<file path="config.mk">
export PLATFORM = sky130hd
export DESIGN_NAME = frame_buffer
export DESIGN_NICKNAME = d
export VERILOG_FILES = /design/src/design/hack_pkg.sv /design/src/design/vga_pkg.sv /design/src/design/frame_buffer.sv
export SDC_FILE = /design/constraint.sdc
export NUM_CORES = 1
export LEC_CHECK = 0
export ABC_AREA = 1
export ABC_CLOCK_PERIOD_IN_PS = 1300
export BUFFER_PORTS_ARGS = -buffer_cell sky130_fd_sc_hd__buf_2
export CAP_MARGIN = 30
export CELL_PAD_IN_SITES_DETAIL_PLACEMENT = 1
export CELL_PAD_IN_SITES_GLOBAL_PLACEMENT = 1
export CORE_MARGIN = 10
export CORE_UTILIZATION = 24
export CTS_CLUSTER_DIAMETER = 30
export DETAILED_ROUTE_END_ITERATION = 12
export PLACE_DENSITY = 0.83
export SETUP_SLACK_MARGIN = 0.02
export SYNTH_ARGS = -nofsm -noshare
export SYNTH_HDL_FRONTEND = slang
export SYNTH_SLANG_ARGS = --single-unit
</file>
<file path="constraint.sdc">
create_clock -name clk -period 1.3 [get_ports clk]
set_input_delay 0.13 -clock clk [delete_from_list [all_inputs] [get_ports clk]]
set_output_delay 0.13 -clock clk [all_outputs]
set_load 0.02 [all_outputs]
</file>
<file path="src/design/hack_pkg.sv">
// hack_pkg: hack machine word and screen sizes, debug readout placement
package hack_pkg;

    localparam int WORD_W = 16;  // hack word
    localparam int ADDR_W = 13;  // 8192 screen words

    // 512 pixels per row / 16 pixels per word
    localparam int ROW_WORDS = 32;

    // keyboard, instruction, data register
    localparam int NUM_READOUTS = 3;

    // readouts stack down the left border
    localparam int READOUT_H0    = 10;
    localparam int READOUT_V0    = 10;
    localparam int READOUT_PITCH = 10;  // lines between readout tops

endpackage

</file>
<file path="src/design/vga_pkg.sv">
// vga_pkg: display timing defaults, window geometry, colour codes and the 3x5 hex font
package vga_pkg;

    // 800 x 480 timing, pixels and lines
    localparam int H_ACTIVE = 800;
    localparam int H_FRONT  = 40;
    localparam int H_SYNC   = 128;
    localparam int H_BACK   = 88;
    localparam int V_ACTIVE = 480;
    localparam int V_FRONT  = 1;
    localparam int V_SYNC   = 3;
    localparam int V_BACK   = 41;

    localparam int POS_W = 11;  // h/v counter width

    // hack screen window, centred in the active area
    localparam logic [POS_W-1:0] WIN_H0 = 11'd144;
    localparam logic [POS_W-1:0] WIN_V0 = 11'd112;
    localparam logic [POS_W-1:0] WIN_W  = 11'd512;
    localparam logic [POS_W-1:0] WIN_HT = 11'd256;

    localparam int COLOUR_W = 3;  // {r,g,b}
    localparam logic [COLOUR_W-1:0] C_BLACK = 3'b000;
    localparam logic [COLOUR_W-1:0] C_BLUE  = 3'b001;
    localparam logic [COLOUR_W-1:0] C_WHITE = 3'b111;

    localparam int CELL_W  = 4;  // 3 glyph columns + 1 blank spacer
    localparam int CELL_HT = 5;

    // glyph bit for (row, col) sits at 14 - (3*row + col), so literals read top-left first
    localparam logic [14:0] GLYPH [16] = '{
        15'b111_101_101_101_111, 15'b010_110_010_010_111,  // 0 1
        15'b111_001_111_100_111, 15'b111_001_111_001_111,  // 2 3
        15'b101_101_111_001_001, 15'b111_100_111_001_111,  // 4 5
        15'b111_100_111_101_111, 15'b111_001_001_001_001,  // 6 7
        15'b111_101_111_101_111, 15'b111_101_111_001_111,  // 8 9
        15'b010_101_111_101_101, 15'b110_101_110_101_110,  // a b
        15'b111_100_100_100_111, 15'b110_101_101_101_110,  // c d
        15'b111_100_111_100_111, 15'b111_100_111_100_100   // e f
    };

endpackage
</file>
<file path="src/design/frame_buffer.sv">
// frame_buffer: screen address and bit decode, window/readout/background merge, pixel and sync pipeline
module frame_buffer (
    input  logic                         clk,
    input  logic                         arst_n,
    input  logic [vga_pkg::POS_W-1:0]     h_pos,
    input  logic [vga_pkg::POS_W-1:0]     v_pos,
    input  logic                         hsync_raw,
    input  logic                         vsync_raw,
    output logic [hack_pkg::ADDR_W-1:0]   rd_address,
    input  logic [hack_pkg::WORD_W-1:0]   rd_data,    // one cycle after rd_address
    input  logic [vga_pkg::COLOUR_W-1:0]  glyph_pixel [hack_pkg::NUM_READOUTS],
    input  logic [hack_pkg::NUM_READOUTS-1:0] glyph_on,
    output logic [vga_pkg::COLOUR_W-1:0]  pixel_out,
    output logic                         hsync,
    output logic                         vsync
);

    localparam int BIT_W    = $clog2(hack_pkg::WORD_W);      // pixel within word
    localparam int COL_BITS = $clog2(hack_pkg::ROW_WORDS);   // word within row
    localparam int ROW_BITS = hack_pkg::ADDR_W - COL_BITS;   // screen row

    logic [vga_pkg::POS_W-1:0] h_rel;  // offset from window origin
    logic [vga_pkg::POS_W-1:0] v_rel;
    logic                      in_window;
    logic [BIT_W-1:0]          pix_bit;

    // stage 1, lined up with rd_data and the glyph outputs
    logic                      win_d;
    logic [BIT_W-1:0]          bit_d;
    logic                      hsync_d;
    logic                      vsync_d;

    logic [vga_pkg::COLOUR_W-1:0] border_pix;
    logic [vga_pkg::COLOUR_W-1:0] screen_pix;

    assign h_rel = h_pos - vga_pkg::WIN_H0;
    assign v_rel = v_pos - vga_pkg::WIN_V0;

    assign in_window = (h_pos >= vga_pkg::WIN_H0)
                    && (h_pos < vga_pkg::WIN_H0 + vga_pkg::WIN_W)
                    && (v_pos >= vga_pkg::WIN_V0)
                    && (v_pos < vga_pkg::WIN_V0 + vga_pkg::WIN_HT);

    // v_rel * 32 + h_rel / 16, as a concatenation since both are powers of two
    assign rd_address = {v_rel[ROW_BITS-1:0], h_rel[BIT_W +: COL_BITS]};
    assign pix_bit    = h_rel[BIT_W-1:0];  // hack order, bit 0 leftmost

    always_ff @(posedge clk or negedge arst_n) begin
        if (!arst_n) begin
            win_d   <= 1'b0;
            bit_d   <= '0;
            hsync_d <= 1'b1;  // syncs idle high
            vsync_d <= 1'b1;
        end else begin
            win_d   <= in_window;
            bit_d   <= pix_bit;
            hsync_d <= hsync_raw;
            vsync_d <= vsync_raw;
        end
    end

    // lowest index wins, so walk down from the top
    always_comb begin
        border_pix = vga_pkg::C_BLUE;
        for (int i = hack_pkg::NUM_READOUTS - 1; i >= 0; i--) begin
            if (glyph_on[i]) begin
                border_pix = glyph_pixel[i];
            end
        end
    end

    assign screen_pix = rd_data[bit_d] ? vga_pkg::C_WHITE : vga_pkg::C_BLACK;

    // stage 2, output register
    always_ff @(posedge clk or negedge arst_n) begin
        if (!arst_n) begin
            pixel_out <= vga_pkg::C_BLACK;
            hsync     <= 1'b1;
            vsync     <= 1'b1;
        end else begin
            pixel_out <= win_d ? screen_pix : border_pix;
            hsync     <= hsync_d;
            vsync     <= vsync_d;
        end
    end

    // readout boxes from the top level must never overlap
    a_glyph_on_onehot: assert property (@(posedge clk) disable iff (!arst_n)
        $onehot0(glyph_on));

endmodule

</file>
==> run summary, run 1 <==
CTS tree: done
Cell Area, Synth: 860 um^2
Final Slew Violations: 0
post-layout minimum cycle time: 1.19 ns
crit-path max FO: 9
Total Nets Final: 259
DRT Wirelength: 3.21 mm
# DRC: 0
outcome: complete, no violations
clk_skew: 0.00128 ns
Die X: 79.8 um
share of Yosys cell area claimed by the top area cell type: 0.233
total routing usage reported by global routing: 0.0951
Syn Nets: 182
Placed Cells: 237
Reg power frac: 0.400
XOR/XNOR Fraction of Synth Area: 0.0509
post-synth top area cell: dfrtp_1
final hold violation count: 0
I/O Buffers: 71
Routed WL per cell: 13.0 um
#FFs+latches synth: 12
share of post-route cells with drive strength above 1: 0.423
unrepaired setup endpoints after global routing: true
Clock Root Buffer: clkbuf_4
vias per cell: 4.15
P&R area growth vs syn: 55.5%
Fillers: 461
number of synthesized flops with an enable pin: 0
Longest Clk Path Bufs: 2
simple-gate share of the synthesized area: 0.320
hold crit path type: input port to flop
top cells by count, synth: nand2_1, inv_1, nand3_1
WP data required: 1.45 ns
clk slew on worst S/H paths: 0.07 ns
Fin Setup TNS: 0 ns
max_cap viols: 0
fin cells: 247
postcts setup bufs: 0
IO Pins: 72
syn_area_per_cell: 6.88 um^2
CTS Buf Count: 3
Clock power frac: 0.273
combinational family with the most area after synthesis: simple AND/OR/NAND/NOR gates
height of the die: 79.8 um
post-synthesis cell type count: 18
switching portion of total power: 0.306
initial antenna violation count: 0
most common flop cell mapped by yosys: dfrtp_1
WP data arrival: 1.34 ns
Async S/R FF share, synth: 1.00
remaining antenna violation count: 0
top-count cell post-synth: nand2_1
first-pass GRT wire length: 5.00 mm
P_int: 720 uW
vias in the first global route: 1136
remaining global-route overflow: 0
largest net degree at the start of global routing: 13
VDD IR max: 0.241 mV
Fin Hold WS: 0.00461 ns
Adder-Cell Fraction of Synth Area: 0.0437
die area: 6380 um^2
Placer Congestion: 0.806
Final Cycle Share: 0.916
Final HPWL DP: 2.80 mm
Synth Area in Compound Gates: 0.0509
Seq/Total Area, Yosys: 0.355
Yosys warnings: 0
worst slew pin tran: 0.271 ns
Post-Syn Instances: 125
via count: 1026
Leakage: 0.000800 uW
area of the multi-input gates: 408 um^2
switching power: 318 uW
fmax: 840 MHz
H-tree depth: 1
ranking of synthesized cells by area: dfrtp_1, nand2_1, dfstp_2
setup violators final: 0
critical path class: flop to flop
FP Rows: 21
diode count: 0
Reg area: 307 um^2
DRT Pass-1 Iters: 2
Pwr per Cell Area: 777 nW/um^2
core area: 3390 um^2
Logic pwr share: 0.327
later-pin clock latency in the skew report: 0.26 ns
relative slew slack: 0.820
Clock Sinks: 12
Initial Utilization: 0.254
Worst setup EP type: flop
Worst setup SP type: flop
DR iter-0 viols: 19
mux contribution to synthesized area: 0
worst paths after layout:
path / from / end / slack [ns] / depth (start not counted)
hold reg to reg: hsync_d$_DFF_PN1_ / hsync$_DFF_PN1_ / 0.36 / 0
setup reg to reg: bit_d[0]$_DFF_PN0_ / pixel_out[2]$_DFF_PN0_ / 0.11 / 8
min in group asynchronous: arst_n / bit_d[3]$_DFF_PN0_ / 0.28 / 2
setup / recovery: bit_d[0]$_DFF_PN0_ / pixel_out[2]$_DFF_PN0_ / 0.11 / 8
max in group asynchronous: arst_n / hsync_d$_DFF_PN1_ / 0.75 / 2
hold / removal: h_pos[2] / bit_d[2]$_DFF_PN0_ / 0.005 / 1
state kept, by name (all words and copies together) (netlist names):
name       flops
win_d          1
pixel_out      3
hsync          1
vsync          1
hsync_d        1
bit_d          4
vsync_d        1
power by group through the flow:
| stage | clock network (uW) | registers, uW | logic [uW] |
|---|---|---|---|
| 2_1_floorplan | 0 | 433 | 163 |
| 3_3_place_gp | 0 | 420 | 319 |
| 3_5_place_dp | 0 | 421 | 327 |
| 4_1_cts | 293 | 415 | 344 |
| 5_1_grt | 306 | 419 | 381 |
| 6_report | 283 | 415 | 340 |
what timing repair did:
| action | CTS | global route |
|---|---|---|
| hold endpoints to repair | 17 | 0 |
| hold buffers | 6 | 0 |
| resized for setup | 0 | 3 |
| endpoints found under the setup margin | 0 | 3 |
worst max-delay path, stage by stage, from the launching register on:
cell     delay [ns]
dfrtp_2        0.49
inv_8          0.10
nand2_1        0.05
nand3_1        0.07
nand3_1        0.08
nand3_1        0.10
nand2_1        0.06
nand2_2        0.07
nand2_1        0.06
layout make-up:
class | count | share of cell area
Clock buffer | 4 | 0.0272
Inverter | 28 | 0.0843
Multi-Input combinational cell | 80 | 0.305
Sequential cell | 12 | 0.229
Tap cell | 46 | 0.0431
Timing Repair Buffer | 77 | 0.311
layer usage:
layer / share of wire / global-route usage / vias to the layer above / wire length [um]
li1: - / - / 533 / -
met1: 0.35 / 0.0846 / 459 / 1120
met2: 0.57 / 0.201 / 32 / 1840
met3: 0.070 / 0.0236 / 2 / 226
met4: 0.0097 / 0.0264 / 0 / 31
met5: 0 / 0 / - / 0
layout by cell type (no fill, tap or decap):
| cell type | netlist | routed |
|---|---|---|
| buf_2 | 0 | 71 |
| nor3_1 | 5 | 5 |
| nand3_2 | 0 | 1 |
| dfstp_2 | 4 | 4 |
| inv_8 | 1 | 1 |
| dfrtp_1 | 8 | 7 |
| o21ai_0 | 1 | 1 |
| a21oi_1 | 2 | 2 |
| dfrtp_2 | 0 | 1 |
| nor2_1 | 3 | 3 |
| nand2_1 | 38 | 37 |
| inv_1 | 26 | 26 |
| ha_1 | 3 | 3 |
| nand2_2 | 1 | 2 |
| xor2_1 | 5 | 5 |
| o22ai_1 | 1 | 1 |
| o211ai_1 | 3 | 3 |
| dlygate4sd3_1 | 0 | 6 |
| inv_2 | 1 | 1 |
| clkbuf_8 | 0 | 1 |
| nand3_1 | 18 | 17 |
| clkbuf_4 | 0 | 3 |
cells by family after synthesis:
family          count (synthesis)
buf+inv                        33
compound gates                  7
fa+ha+maj                       3
simple gates                   65
xor+xnor                        5
flops                          12
stage by stage:
step / worst slack, ns / area, um^2 / util / total power, uW
after global routing: 0.0110 / 1340 / 0.394 / 1110
after floorplan: 0.186 / 860 / - / 596
after CTS: 0.0282 / 1330 / 0.392 / 1050
final: 0.110 / 1340 / 0.394 / 1040
after detailed placement: 0.0697 / 1230 / 0.363 / 748
after global placement: 0.103 / 1230 / 0.363 / 740
Note: power is estimated with default switching activity, not from simulation.
==> inputs of run 2 (changes only) <==
==> constraint.sdc (replaced) <==
create_clock -name clk -period 1.3 [get_ports clk]
set_input_delay 0.065 -clock clk [delete_from_list [all_inputs] [get_ports clk]]
set_output_delay 0.065 -clock clk [all_outputs]
set_load 0.02 [all_outputs]
==> run summary, run 2 (synthesis results as in run 1) <==
Clock Sinks: 12 (unchanged)
Largest Register: bit_d
vias per cell: 4.16 (+0.18%)
diode count: 0 (unchanged)
WP data required: 1.45 ns (about the same)
max_cap viols: 0 (unchanged)
I/O Buffers: 71 (unchanged)
die area: 6380 um^2 (unchanged)
initial antenna violation count: 0 (unchanged)
height of the die: 79.8 um (unchanged)
clk_skew: 0.00131 ns (+0.0000330 ns)
largest registers: bit_d: 4 flops, pixel_out: 3 flops
worst slew pin tran: 0.271 ns (+0.000180 ns)
Final HPWL DP: 2.80 mm (unchanged)
Longest Clk Path Bufs: 2 (unchanged)
hold path depth: 3 (+2)
# DRC: 0 (unchanged)
setup violators final: 0 (unchanged)
H-tree depth: 1 (unchanged)
clk slew on worst S/H paths: 0.07 ns (about the same)
Initial Utilization: 0.254 (unchanged)
Leakage: 0.000804 uW (+0.52%)
R2R Setup Slk: 0.09 ns (-0.02 ns)
fmax: 825 MHz (-1.8%)
most frequent cells in the layout: buf_2, nand2_1, inv_1, nand3_1
number of flip-flops in the largest register: 4 (unchanged)
WP data arrival: 1.36 ns (+0.02 ns)
Pwr per Cell Area: 773 nW/um^2 (-0.52%)
relative slew slack: 0.819 (about the same)
unrepaired setup endpoints after global routing: true
VDD IR max: 0.240 mV (about the same)
outcome: complete, no violations
core area: 3390 um^2 (unchanged)
Fin Setup TNS: 0 ns (unchanged)
vias in the first global route: 1161 (+2.2%)
DRT Pass-1 Iters: 2 (unchanged)
Routed WL per cell: 12.9 um (-0.56%)
final hold violation count: 0 (unchanged)
Final Cycle Share: 0.933 (+0.0169)
most common cell after layout, fill and taps aside: buf_2
DR iter-0 viols: 14 (-5)
remaining antenna violation count: 0 (unchanged)
share of post-route cells with drive strength above 1: 0.421 (-0.00209)
fin util: 0.397 (+0.00295)
remaining global-route overflow: 0 (unchanged)
later-pin clock latency in the skew report: 0.26 ns (about the same)
Worst setup EP type: flop
critical path class: flop to flop
Total Nets Final: 260 (+0.39%)
total routing usage reported by global routing: 0.0940 (-0.00114)
IO Pins: 72 (unchanged)
Placer Congestion: 0.806 (unchanged)
Worst setup SP type: flop
final setup margin: 0.0876 ns (-0.0219 ns)
via count: 1032 (+0.58%)
Final Slew Violations: 0 (unchanged)
FP Rows: 21 (unchanged)
CTS Buf Count: 3 (unchanged)
largest net degree at the start of global routing: 13 (unchanged)
DRT Wirelength: 3.21 mm (-0.16%)
crit-path max FO: 9 (unchanged)
Die X: 79.8 um (unchanged)
P&R area growth vs syn: 56.6%
Clock Root Buffer: clkbuf_4
R2R depth: 8 (unchanged)
hold crit path type: input port to flop
first-pass GRT wire length: 4.97 mm (-0.54%)
CTS tree: done
Fin Hold WS: 0.0496 ns (+0.0450 ns)
Place WS: 0.0697 ns (unchanged)
post-layout minimum cycle time: 1.21 ns (+0.0219 ns)
==> run 2: cell types whose count changed in the layout (fill, tap and decap cells not counted), sizes merged <==
cell	change
dlygate4sd3	+1
==> run 2: power by group <==
part | internal (uW) | leakage, uW | switching (uW)
logic | 151 | 0.000647 | 191
clock network | 170 | 0.0000210 | 113
registers | 401 | 0.000136 | 14.4
total | 722 | 0.000804 | 318
==> run 2: worst max-delay path, cell delays in order (launching register included) <==
cell and delay (ns):
dfrtp_2 0.49, inv_8 0.10, nand2_1 0.05, nand3_1 0.07, nand3_1 0.08, nand3_1 0.10
nand2_1 0.07, nand2_2 0.08, nand2_1 0.06
==> run 2: stage by stage <==
| step | instances | total power (uW) | instance area (um^2) |
|---|---|---|---|
| 4_1_cts | 248 | 1050 | 1340 |
| 2_1_floorplan | 125 | 596 | 860 |
| 6_report | 248 | 1040 | 1350 |
| 3_5_place_dp | 237 | 748 | 1230 |
| 5_1_grt | 248 | 1110 | 1350 |
| 3_3_place_gp | 237 | 740 | 1230 |
==> run 2: path summary, 6_finish.rpt <==
kind	startpoint	endpoint
min reg2reg	hsync_d$_DFF_PN1_	hsync$_DFF_PN1_
max in group asynchronous	arst_n	hsync_d$_DFF_PN1_
max	bit_d[0]$_DFF_PN0_	pixel_out[2]$_DFF_PN0_
min in group asynchronous	arst_n	bit_d[3]$_DFF_PN0_
min	glyph_pixel[6]	pixel_out[0]$_DFF_PN0_
max reg2reg	bit_d[0]$_DFF_PN0_	pixel_out[2]$_DFF_PN0_
==> run 2: area by class of cell <==
| type | instances | area [um^2] |
|---|---|---|
| fillers | 463 | 2040 |
| repair buffers | 78 | 425 |
| multi-input cells | 80 | 408 |
| flip-flops and latches | 12 | 307 |
| inverters | 28 | 113 |
| well taps | 46 | 57.6 |
| clock buffers | 4 | 36.3 |
==> run 2: repair_timing <==
action | CTS | global route
hold endpoints to repair | 18 | 0
endpoints found under the setup margin | 0 | 3
gates resized for setup | 0 | 3
hold buffers | 7 | 0
buffers inserted | 0 | 0
==> run 2: layer usage <==
metal	global-route usage	share of wire	vias up
li1	-	-	534
met1	0.0833	0.35	460
met2	0.196	0.56	34
met3	0.0236	0.071	4
met4	0.0317	0.017	0
met5	0	0	-
