`src/design/hack_pkg.sv`:
```
// hack_pkg: hack machine word and screen sizes, debug readout placement
package hack_pkg;

    localparam int WORD_W = 16;  // hack word
    localparam int ADDR_W = 13;  // 8192 screen words

    // 512 pixels per row / 16 pixels per word
    localparam int ROW_WORDS = 32;

    // keyboard, instruction, data register
    localparam int NUM_READOUTS = 3;

    // readouts stack down the left border
    localparam int READOUT_H0    = 10;
    localparam int READOUT_V0    = 10;
    localparam int READOUT_PITCH = 10;  // lines between readout tops

endpackage

```
`src/design/vga_pkg.sv`:
```
// vga_pkg: display timing defaults, window geometry, colour codes and the 3x5 hex font
package vga_pkg;

    // 800 x 480 timing, pixels and lines
    localparam int H_ACTIVE = 800;
    localparam int H_FRONT  = 40;
    localparam int H_SYNC   = 128;
    localparam int H_BACK   = 88;
    localparam int V_ACTIVE = 480;
    localparam int V_FRONT  = 1;
    localparam int V_SYNC   = 3;
    localparam int V_BACK   = 41;

    localparam int POS_W = 11;  // h/v counter width

    // hack screen window, centred in the active area
    localparam logic [POS_W-1:0] WIN_H0 = 11'd144;
    localparam logic [POS_W-1:0] WIN_V0 = 11'd112;
    localparam logic [POS_W-1:0] WIN_W  = 11'd512;
    localparam logic [POS_W-1:0] WIN_HT = 11'd256;

    localparam int COLOUR_W = 3;  // {r,g,b}
    localparam logic [COLOUR_W-1:0] C_BLACK = 3'b000;
    localparam logic [COLOUR_W-1:0] C_BLUE  = 3'b001;
    localparam logic [COLOUR_W-1:0] C_WHITE = 3'b111;

    localparam int CELL_W  = 4;  // 3 glyph columns + 1 blank spacer
    localparam int CELL_HT = 5;

    // glyph bit for (row, col) sits at 14 - (3*row + col), so literals read top-left first
    localparam logic [14:0] GLYPH [16] = '{
        15'b111_101_101_101_111, 15'b010_110_010_010_111,  // 0 1
        15'b111_001_111_100_111, 15'b111_001_111_001_111,  // 2 3
        15'b101_101_111_001_001, 15'b111_100_111_001_111,  // 4 5
        15'b111_100_111_101_111, 15'b111_001_001_001_001,  // 6 7
        15'b111_101_111_101_111, 15'b111_101_111_001_111,  // 8 9
        15'b010_101_111_101_101, 15'b110_101_110_101_110,  // a b
        15'b111_100_100_100_111, 15'b110_101_101_101_110,  // c d
        15'b111_100_111_100_111, 15'b111_100_111_100_100   // e f
    };

endpackage
```
`src/design/register_display.sv`:
```
// register_display: one 16-bit value drawn as four 3x5 hex glyphs in a fixed border box
module register_display #(
    parameter int START_H = hack_pkg::READOUT_H0,  // left column of the box
    parameter int START_V = hack_pkg::READOUT_V0   // top line of the box
) (
    input  logic                         clk,
    input  logic                         arst_n,
    input  logic [vga_pkg::POS_W-1:0]     h_pos,
    input  logic [vga_pkg::POS_W-1:0]     v_pos,
    input  logic [hack_pkg::WORD_W-1:0]   value,  // held register level
    output logic [vga_pkg::COLOUR_W-1:0]  pixel,
    output logic                         on      // position was inside the box
);

    localparam int DIGITS     = hack_pkg::WORD_W / 4;
    localparam int BOX_W      = DIGITS * vga_pkg::CELL_W;  // 16 columns
    localparam int GLYPH_COLS = vga_pkg::CELL_W - 1;       // last column is spacer
    localparam int COL_BITS   = $clog2(vga_pkg::CELL_W);
    localparam int DIG_BITS   = $clog2(DIGITS);
    localparam int ROW_BITS   = $clog2(vga_pkg::CELL_HT);

    localparam logic [vga_pkg::POS_W-1:0] BOX_H0 = START_H[vga_pkg::POS_W-1:0];
    localparam logic [vga_pkg::POS_W-1:0] BOX_V0 = START_V[vga_pkg::POS_W-1:0];

    logic [vga_pkg::POS_W-1:0] rel_h;  // column inside the box
    logic [vga_pkg::POS_W-1:0] rel_v;  // row inside the box
    logic                      in_box;
    logic                      in_window;
    logic [DIG_BITS-1:0]       digit;  // 0 is the top nibble
    logic [COL_BITS-1:0]       col;
    logic [ROW_BITS-1:0]       row;
    logic [3:0]                nibble;
    logic [14:0]               glyph;
    logic                      lit;

    assign rel_h = h_pos - BOX_H0;
    assign rel_v = v_pos - BOX_V0;

    assign in_box = (h_pos >= BOX_H0) && (h_pos < START_H + BOX_W)
                 && (v_pos >= BOX_V0) && (v_pos < START_V + vga_pkg::CELL_HT);

    // cells are a power of two wide, so digit and column are plain slices
    assign digit = rel_h[COL_BITS +: DIG_BITS];
    assign col   = rel_h[COL_BITS-1:0];
    assign row   = rel_v[ROW_BITS-1:0];

    assign nibble = value[(DIGITS - 1 - digit) * 4 +: 4];  // msb nibble drawn first
    assign glyph  = vga_pkg::GLYPH[nibble];

    // spacer column never lights
    assign lit = (col < GLYPH_COLS) && glyph[14 - (row * 3 + col)];

    always_ff @(posedge clk or negedge arst_n) begin
        if (!arst_n) begin
            on    <= 1'b0;
            pixel <= vga_pkg::C_BLACK;
        end else begin
            on    <= in_box;
            pixel <= (in_box && lit) ? vga_pkg::C_WHITE : vga_pkg::C_BLACK;
        end
    end

    // only used by the check below
    assign in_window = (h_pos >= vga_pkg::WIN_H0)
                    && (h_pos < vga_pkg::WIN_H0 + vga_pkg::WIN_W)
                    && (v_pos >= vga_pkg::WIN_V0)
                    && (v_pos < vga_pkg::WIN_V0 + vga_pkg::WIN_HT);

    // box must sit in the border, frame_buffer ignores overlays in the window
    a_box_outside_window: assert property (@(posedge clk) disable iff (!arst_n)
        $rose(on) |-> !$past(in_window));

endmodule

```
`config.mk`:
```
export PLATFORM = sky130hd
export DESIGN_NAME = register_display
export DESIGN_NICKNAME = d
export VERILOG_FILES = /design/src/design/hack_pkg.sv /design/src/design/vga_pkg.sv /design/src/design/register_display.sv
export SDC_FILE = /design/constraint.sdc
export NUM_CORES = 1
export LEC_CHECK = 0
export BUFFER_PORTS_ARGS = -buffer_cell sky130_fd_sc_hd__clkbuf_2
export CELL_PAD_IN_SITES_DETAIL_PLACEMENT = 0
export CELL_PAD_IN_SITES_GLOBAL_PLACEMENT = 1
export CORE_MARGIN = 4
export CORE_UTILIZATION = 35
export CTS_BUF_LIST = sky130_fd_sc_hd__clkbuf_16
export DETAILED_ROUTE_END_ITERATION = 16
export PLACE_DENSITY = 0.86
export SKIP_LAST_GASP = 1
export SLEW_MARGIN = 20
export SYNTH_ARGS = -nofsm -noshare
export SYNTH_HDL_FRONTEND = slang
export SYNTH_SLANG_ARGS = --single-unit
```
`constraint.sdc`:
```
create_clock -name clk -period 1.05 [get_ports clk]
set_input_delay 0 -clock clk [delete_from_list [all_inputs] [get_ports clk]]
set_output_delay 0 -clock clk [all_outputs]
set_load 0.05 [all_outputs]
```
==> metrics.txt, run 1 <==
status complete, but fails checks; failing checks setup timing; HP Class in2async; CP Capture Point pixel[1]; Max-slew headroom 0.793; GRT overflow 0; vias in the first global route between 1,000 and 1,500; Setup Crit Path Kind in2reg; routed metal-1 wire length 1.16 mm; Fill cells 205; number of synthesized register bits 2; Clock Sink Count 2; Final min period between 2000 and 2500 ps; CTS tree done; area leader, netlist ha_1; Net Count, Synth 166; largest net degree at the start of global routing 15; RSZ-0062 raised after global routing true; Tcrit/Tclk final 1.97; Final setup viols 1; Port Buffers 43; Syn. warnings 0; Worst Tran Pin Value 306 ps; Fmax between 400 and 500 MHz; die area 3540 µm²; Post-Syn Area 930 µm²; fin util 0.646; Final nets 234; global-route wire length before repair approximately 4.3 mm; clk slew on worst S/H paths 30 ps; CP endpoint kind register; iteration count of the initial detailed-routing pass 4; Final Power around 1.9 mW; Highest Signal Layer met4; htree depth 1; number of CTS-inserted buffers 3; Layout Area Growth over Synthesis 73.6%; metal2 WL 1.49 mm; Critical Path Fanout Max 5; Max IR drop VDD 1.25 mV; Final WS setup -1020 ps; layout cells sized above 1 0.626; via/cell ratio between 5 and 6; DP HPWL roughly 2.2 mm; # rows 18; register area share after synthesis 0.0538; P_leak about 0.77 nW; DRT antenna net count 0; Critical path origin h_pos[1]; routability cong. between 0.8 and 0.9; ant diodes 0; max-cap viol count 0; Die H 59.5 µm; die boundary width 59.5 µm; routed wl met3 157 µm; via count approximately 1,100; Root Driver clkbuf_16; CP startpoint kind input port; gr usage total 0.153; post-synth top area share 0.148; asr flop ratio synth 1.00; initial antenna violation count 0; final hold violation count 0; Worst EP required roughly 1100 ps; core box area 2500 µm²; Crit path arrival time between 2000 and 2500 ps; Slew Viols, Final 0; post-synthesis cell type count 40; # DRC 0; Routed WL 2.84 mm; Power Density 1190 nW/µm²; Final Non-Filler Cells approximately 210; Area contributors post-synth ha_1, mux4_2, inv_1; Main synth FF type dfrtp_1; Mean Syn Cell Area 8.23 µm²; IO Pins 44; Iteration-0 DRC Markers 46; Clock Path Buffers 2; Post-synth EDFFs 0; routed len/inst approximately 14 µm; Initial Util 0.372; placed insts 200; Syn Inst Count around 110
cell type report:
cell class	instances	area, µm²	share of cell area
clock buffer	3	75.1	0.0465
inverter	18	81.3	0.0504
multi-input combinational	86	933	0.578
sequential	2	50.0	0.0310
tap	30	37.5	0.0233
timing repair buffer	70	437	0.271
placed cells by master (no fill, tap or decap), types with 2 or more instances in the layout:
master	count
nand2b_4	2
inv_2	2
clkbuf_16	3
nand3_2	2
nand2_1	3
nor4_1	2
dfrtp_1	2
inv_1	13
nor2_1	6
clkbuf_2	41
nand3_1	4
o21ai_2	2
mux2i_1	3
ha_2	2
o21ai_1	3
o311ai_1	2
o21ai_0	4
a221oi_2	2
a21oi_1	6
mux4_2	5
buf_4	26
ha_4	5
o31ai_1	2
fa_2	2
ha_1	4
routing by layer:
| layer | global-route usage | up-vias |
|---|---|---|
| li1 | - | 552 |
| met1 | 0.187 | 515 |
| met2 | 0.267 | 45 |
| met3 | 0.0174 | 3 |
| met4 | 0.0665 | 0 |
| met5 | 0 | - |
registers in the layout (all words and copies together), names as in the netlist:
register	flops
pixel	1
on	1
critical path, stage by stage:
cell,delay (ps)
buf_8,90
inv_8,40
ha_4,170
xnor2_4,190
mux4_2,640
ha_4,270
nand2b_4,140
a21oi_2,160
o22ai_2,120
a211oi_2,250
a221oi_2,90
cells by family (layout without fill, tap and decap cells):
kind of cell    count (synthesis)  in the layout  synth area share
xor+xnor                        4              4            0.0458
simple gates                   28             28             0.166
compound gates                 32             32             0.226
mux                             9              9             0.182
buf+inv                        25             91             0.136
flops                           2              2            0.0538
fa+ha+maj                      13             13             0.191
where the power goes:
| group | internal [mW] | switching (mW) | total, mW |
|---|---|---|---|
| registers | 0.0777 | 0.00000111 | 0.0777 |
| clock network | 0.485 | 0.0878 | 0.572 |
| logic | 0.639 | 0.623 | 1.26 |
| total | 1.20 | 0.711 | 1.91 |
worst min-delay path by stage:
stage	to	slack (ps)	depth (start not counted)
3_5_place_dp	on	-210	1
5_1_grt	on	110	2
4_1_cts	on	100	2
3_3_place_gp	on	-210	1
2_1_floorplan	on	-300	0
6_report	on	100	2
metrics by stage:
step | TNS, ps | area [µm²] | hold slack, ps | setup WS, ps
after detailed placement | -1550 | 1330 | -212 | -1420
after floorplan | -1140 | 983 | -296 | -1140
after CTS | -1010 | 1500 | 101 | -1010
final | -1020 | 1610 | 103 | -1020
after global placement | -1470 | 1330 | -213 | -1360
after global routing | -1180 | 1610 | 108 | -1110
synthesized netlist by cell type (2+ instances only):
cell       n
nor3_1     2
o31ai_1    3
a211oi_1   2
nand2b_1   2
dfrtp_1    2
inv_1     17
xnor2_1    2
o21ai_0    7
mux2i_1    3
nor2_1     7
nand3_1    4
nor4_1     3
a221oi_1   2
buf_2      2
buf_4      2
a21oi_1    7
buf_6      3
nand3_2    2
o311ai_1   2
fa_1       2
ha_1      11
o21ai_1    2
nand2_1    3
mux4_2     5
timing repair:
| action | 4_1_cts | 5_1_grt |
|---|---|---|
| endpoints found under the hold margin | 2 | 0 |
| buffers inserted | 2 | 3 |
| gates resized for setup | 18 | 20 |
| pin swaps | 11 | 12 |
| setup endpoints to repair | 1 | 1 |
| hold buffers | 1 | 0 |
Power figures use the tool's default switching activity.
==> inputs of run 2 (changes only) <==
- CELL_PAD_IN_SITES_DETAIL_PLACEMENT: 0 -> default
- CELL_PAD_IN_SITES_GLOBAL_PLACEMENT: 1 -> default
- CORE_UTILIZATION: 35 -> 50
- REMOVE_ABC_BUFFERS: default -> 1
==> run 2 against run 1 <==
  * The flow still finishes with violations (setup timing)
  * Worst setup slack lost 220 ps
  * Global-route usage grew 16 points
  * Combinational power grew 9%
  * Highest routed layer unchanged
==> metrics.txt, run 2 (synthesis gave the netlist of run 1 again) <==
Fmax 437 MHz; Clock Path Buffers 2; Root Driver clkbuf_16; Crit path arrival time 2380 ps; most frequent cells in the layout clkbuf_2, buf_4, inv_1; iteration count of the initial detailed-routing pass 7; Worst EP required 1140 ps; Gate power share 0.677; P_leak 0.772 nW; CP endpoint kind register; # rows 15; placed insts 199; Routed WL 4.84 mm; DRT antenna net count 0; final hold violation count 0; Fill cells 79; htree depth 1; Final Non-Filler Cells 207; global-route wire length before repair between 6 and 7 mm; Slew Viols, Final 0; Switching Fraction 0.405; worst hold slack 113 ps; via/cell ratio 6.64; Setup Crit Path Kind in2reg; number of CTS-inserted buffers 3; die boundary width 51.1 µm; vias in the first global route 1,291; HP Class in2async; layout cells sized above 1 0.588; Final nets 237; ant diodes 0; Clock Sink Count 2; Initial Util 0.533; Final min period 2290 ps; via count 1,374; Final setup viols 1; Final WS setup -1240 ps; switching power 821 µW; GRT overflow 0; Max IR drop VDD between 1 and 1.5 mV; failing checks setup timing; Die H between 50 and 60 µm; Iteration-0 DRC Markers 95; Tcrit/Tclk final 2.18; status complete, but fails checks; gr usage total 0.309; routed len/inst 23.4 µm; internal power 1.21 mW; Port Buffers 43; # DRC 0; Layout Area Growth over Synthesis 70.0%; Worst Tran Pin Value between 300 and 400 ps; clock network power share 0.285; final cell area excluding filler cells between 1500 and 2000 µm²; CP startpoint kind input port; die area 2610 µm²; RSZ-0062 raised after global routing true; IO Pins 44; Power Density 1280 nW/µm²; fin util 0.905; most common cell after layout, fill and taps aside clkbuf_2; DP Area 1310 µm²; largest net degree at the start of global routing 15; DP HPWL roughly 2.5 mm; clk slew on worst S/H paths 30 ps; Max-slew headroom 0.740; Flop pwr share 0.038; CTS tree done; core box area between 1500 and 2000 µm²; Critical Path Fanout Max 6; routability cong. 0.898; biggest regs on: 1 flops, pixel: 1 flops; initial antenna violation count 0; max-cap viol count 0
## run 2: worst paths after layout
check	start	depth (start not counted)	end
setup / recovery	h_pos[2]	12	pixel[1]
hold / removal	arst_n	2	on
max in group asynchronous	arst_n	2	pixel[1]
min in group clk	v_pos[4]	5	on
## run 2: routing by layer
metal  share of wire  up-vias  global-route usage
li1                -      562                   -
met1            0.33      616               0.331
met2            0.48      143               0.582
met3           0.097       53              0.0437
met4           0.093        0               0.148
met5               0        -                   0
## run 2: critical path, stage by stage
cell	delay, ps
clkbuf_2	100
inv_2	50
ha_4	170
xnor2_4	190
buf_4	180
mux4_2	410
buf_4	190
buf_4	150
o311ai_1	390
a21oi_1	140
o31ai_2	300
a221oi_2	110
## run 2: cell type report
type | count | area (µm²) | share of cell area
Inverter | 18 | 70.1 | 0.0443
Tap cell | 25 | 31.3 | 0.0198
Clock buffer | 3 | 75.1 | 0.0475
Multi-Input combinational cell | 86 | 893 | 0.565
Timing Repair Buffer | 73 | 460 | 0.291
Sequential cell | 2 | 50.0 | 0.0317
## run 2: stage by stage
step	power [mW]	TNS, ps	worst slack (ps)
after floorplan	0.664	-1720	-1330
after global placement	0.986	-1470	-1370
after detailed placement	1.02	-1660	-1490
after CTS	1.73	-1080	-1080
after global routing	2.10	-1270	-1260
final	2.03	-1240	-1240
## run 2: power groups by stage
| stage | clock network, mW | registers, mW | logic (mW) |
|---|---|---|---|
| 2_1_floorplan | 0 | 0.0785 | 0.585 |
| 3_3_place_gp | 0 | 0.0785 | 0.907 |
| 3_5_place_dp | 0 | 0.0785 | 0.938 |
| 4_1_cts | 0.576 | 0.0777 | 1.08 |
| 5_1_grt | 0.585 | 0.0777 | 1.44 |
| 6_report | 0.578 | 0.0777 | 1.37 |
## run 2: what timing repair did
item                                    4_1_cts  5_1_grt
endpoints found under the setup margin        1        2
cloned                                        0        0
buffers inserted                              1        3
hold buffers                                  1        0
endpoints found under the hold margin         2        0
resized for setup                            20       17
pin swaps                                    12       12
==> inputs of run 3 (changes only) <==
--- a/config.mk
+++ b/config.mk
@@ -7,2 +7,3 @@
 export LEC_CHECK = 0
+export ABC_AREA = 1
 export BUFFER_PORTS_ARGS = -buffer_cell sky130_fd_sc_hd__clkbuf_2
@@ -12,3 +13,3 @@
 export DETAILED_ROUTE_END_ITERATION = 16
-export PLACE_DENSITY = 0.86
+export PLACE_DENSITY = 0.84
 export REMOVE_ABC_BUFFERS = 1
==> constraint.sdc (replaced) <==
create_clock -name clk -period 1.05 [get_ports clk]
set_input_delay 0.105 -clock clk [delete_from_list [all_inputs] [get_ports clk]]
set_output_delay 0.105 -clock clk [all_outputs]
set_load 0.05 [all_outputs]
==> run 3 against run 2 <==
  * The flow still finishes with violations (setup timing)
  * Total power is 9.6% lower
  * Sequential power hardly changed
  * Largest power group unchanged
  * Largest cell class unchanged
  * Highest routed layer unchanged
  * Utilization is 5.8 points lower
  * Via count is 12% higher
==> metrics.txt, run 3 <==
count leader, synth nand2_1; Iteration-0 DRC Markers 55; Fmax 513 MHz; core box area 1960 µm²; most frequent cells in the layout nand2_1, clkbuf_2, inv_1; Hold Crit Start h_pos[0]; area leader, netlist nand2_1; Final setup viols 2; Final nets ~320; Critical Path Fanout Max 3; Power Density 1100 nW/µm²; die area 2870 µm²; hold path endpoint pixel[1]; ant diodes 0; worst hold slack between 200 and 250 ps; max-cap viol count 0; # DRC 0; via/cell ratio 5.21; global-route wire length before repair ~5.6 mm; Die H 53.6 µm; Tcrit/Tclk final 1.86; status complete, but fails checks; HP Class in2reg; Worst EP required 1160 ps; Max-slew headroom 0.770; DP HPWL 2.27 mm; DP Area 1440 µm²; Place WS -1200 ps; layout cells sized above 1 0.369; CTS tree done; RSZ-0062 raised after global routing true; Syn. warnings 0; most common cell after layout, fill and taps aside nand2_1; initial antenna violation count 0; Clock Sink Count 2; post-synthesis cell type count 21; die boundary width about 54 µm; iteration count of the initial detailed-routing pass 4; gr usage total 0.259; Root Driver clkbuf_16; Worst Hold Depth 4; post-synth top area share 0.282; htree depth 1; Max IR drop VDD roughly 1.4 mV; number of CTS-inserted buffers 3; Final WS setup -901 ps; asr flop ratio synth 1.00; Routed WL 3.93 mm; routability cong. 0.918; Main synth FF type dfrtp_1; Crit path arrival time 2060 ps; CP startpoint kind input port; final hold violation count 0; GRT overflow 0; via count 1,538; P_leak 1.03 nW; number of synthesized register bits 2; register area share after synthesis 0.0481; largest net degree at the start of global routing 9; Worst Tran Pin Value roughly 340 ps; Final min period 1950 ps; top post-synthesis cells by count nand2_1, inv_1, nand3_1; Syn Inst Count 197; DRT antenna net count 0; Initial Util 0.530; # rows 16; final cell area excluding filler cells approximately 1700 µm²; failing checks setup timing; fin util 0.847; CP endpoint kind register; Port Buffers 43; Post-Syn Area 1040 µm²; routed len/inst 13.3 µm; clk slew on worst S/H paths roughly 30 ps; Clock Path Buffers 2; Mean Syn Cell Area 5.28 µm²; IO Pins 44; Setup Crit Path Kind in2reg; Fill cells 133; Slew Viols, Final 0; Layout Area Growth over Synthesis 59.8%; Area contributors post-synth nand2_1, ha_1, inv_1; Post-synth EDFFs 0; vias in the first global route 1,387; biggest regs on: 1 flops, pixel: 1 flops
-- run 3: cell count changes after synthesis, sizes merged, moves of 4 or more --
cell | before | now
nor2 | 7 | 11
nand2 | 4 | 84
nand3 | 6 | 24
mux4 | 6 | 0
inv | 17 | 36
buf | 7 | 3
-- run 3: timing repair --
item	CTS	global route
hold buffers	1	0
endpoints found under the hold margin	2	0
gates resized for setup	12	17
setup endpoints to repair	2	2
buffers inserted	1	3
pin swaps	7	5
-- run 3: per-layer routing --
layer,vias up,wire length (µm),GRT usage
li1,757,-,-
met1,668,1430,0.304
met2,85,2020,0.473
met3,28,250,0.0360
met4,0,232,0.0936
met5,-,0,0
-- run 3: final cells by class --
| class | instances | area, µm² | share of cell area |
|---|---|---|---|
| clock buffers | 3 | 75.1 | 0.0452 |
| repair buffers | 71 | 460 | 0.277 |
| multi-input cells | 156 | 902 | 0.543 |
| flip-flops and latches | 2 | 50.0 | 0.0301 |
| well taps | 27 | 33.8 | 0.0203 |
| inverters | 36 | 140 | 0.0843 |
-- run 3: worst max-delay path, stage by stage --
cell	delay, ps
clkbuf_8	120
fa_2	400
xnor2_2	170
xor2_1	160
inv_1	90
fa_2	570
inv_2	50
a21oi_2	100
nand2_1	70
nand2_1	60
nand2_1	40
nand2_1	60
nor2_1	40
-- run 3: logic make-up (layout without fill, tap and decap cells) --
| kind of cell | count (synthesis) | after routing | share of synthesized area |
|---|---|---|---|
| compound gates | 13 | 13 | 0.0638 |
| xor+xnor | 4 | 4 | 0.0337 |
| fa+ha+maj | 13 | 13 | 0.171 |
| buf+inv | 39 | 110 | 0.152 |
| flops | 2 | 2 | 0.0481 |
| simple gates | 126 | 126 | 0.532 |
-- run 3: stage by stage --
| stage | TNS [ps] | power [mW] | instances |
|---|---|---|---|
| floorplan | -1790 | 0.730 | 194 |
| global placement | -1460 | 1.04 | 287 |
| detailed placement | -1520 | 1.05 | 287 |
| CTS | -825 | 1.70 | 292 |
| global route | -1220 | 1.97 | 295 |
| finish | -1060 | 1.83 | 295 |
-- run 3: worst max-delay path by stage --
stage / startpoint / endpoint / slack (ps) / cells past startpoint
3_5_place_dp: h_pos[1] / pixel[1] / -1200 / 18
3_3_place_gp: h_pos[1] / pixel[1] / -1170 / 18
4_1_cts: v_pos[0] / pixel[1] / -820 / 13
2_1_floorplan: h_pos[1] / pixel[1] / -1080 / 18
6_report: v_pos[0] / pixel[1] / -900 / 13
5_1_grt: v_pos[1] / pixel[1] / -1020 / 14
-- run 3: power breakdown --
part / internal, mW / leakage (nW) / total [mW] / switching, mW
clock: 0.485 / 0.0370 / 0.574 / 0.0888
combinational: 0.508 / 0.963 / 1.18 / 0.673
sequential: 0.0777 / 0.0280 / 0.0777 / 0.00000142
total: 1.07 / 1.03 / 1.83 / 0.762
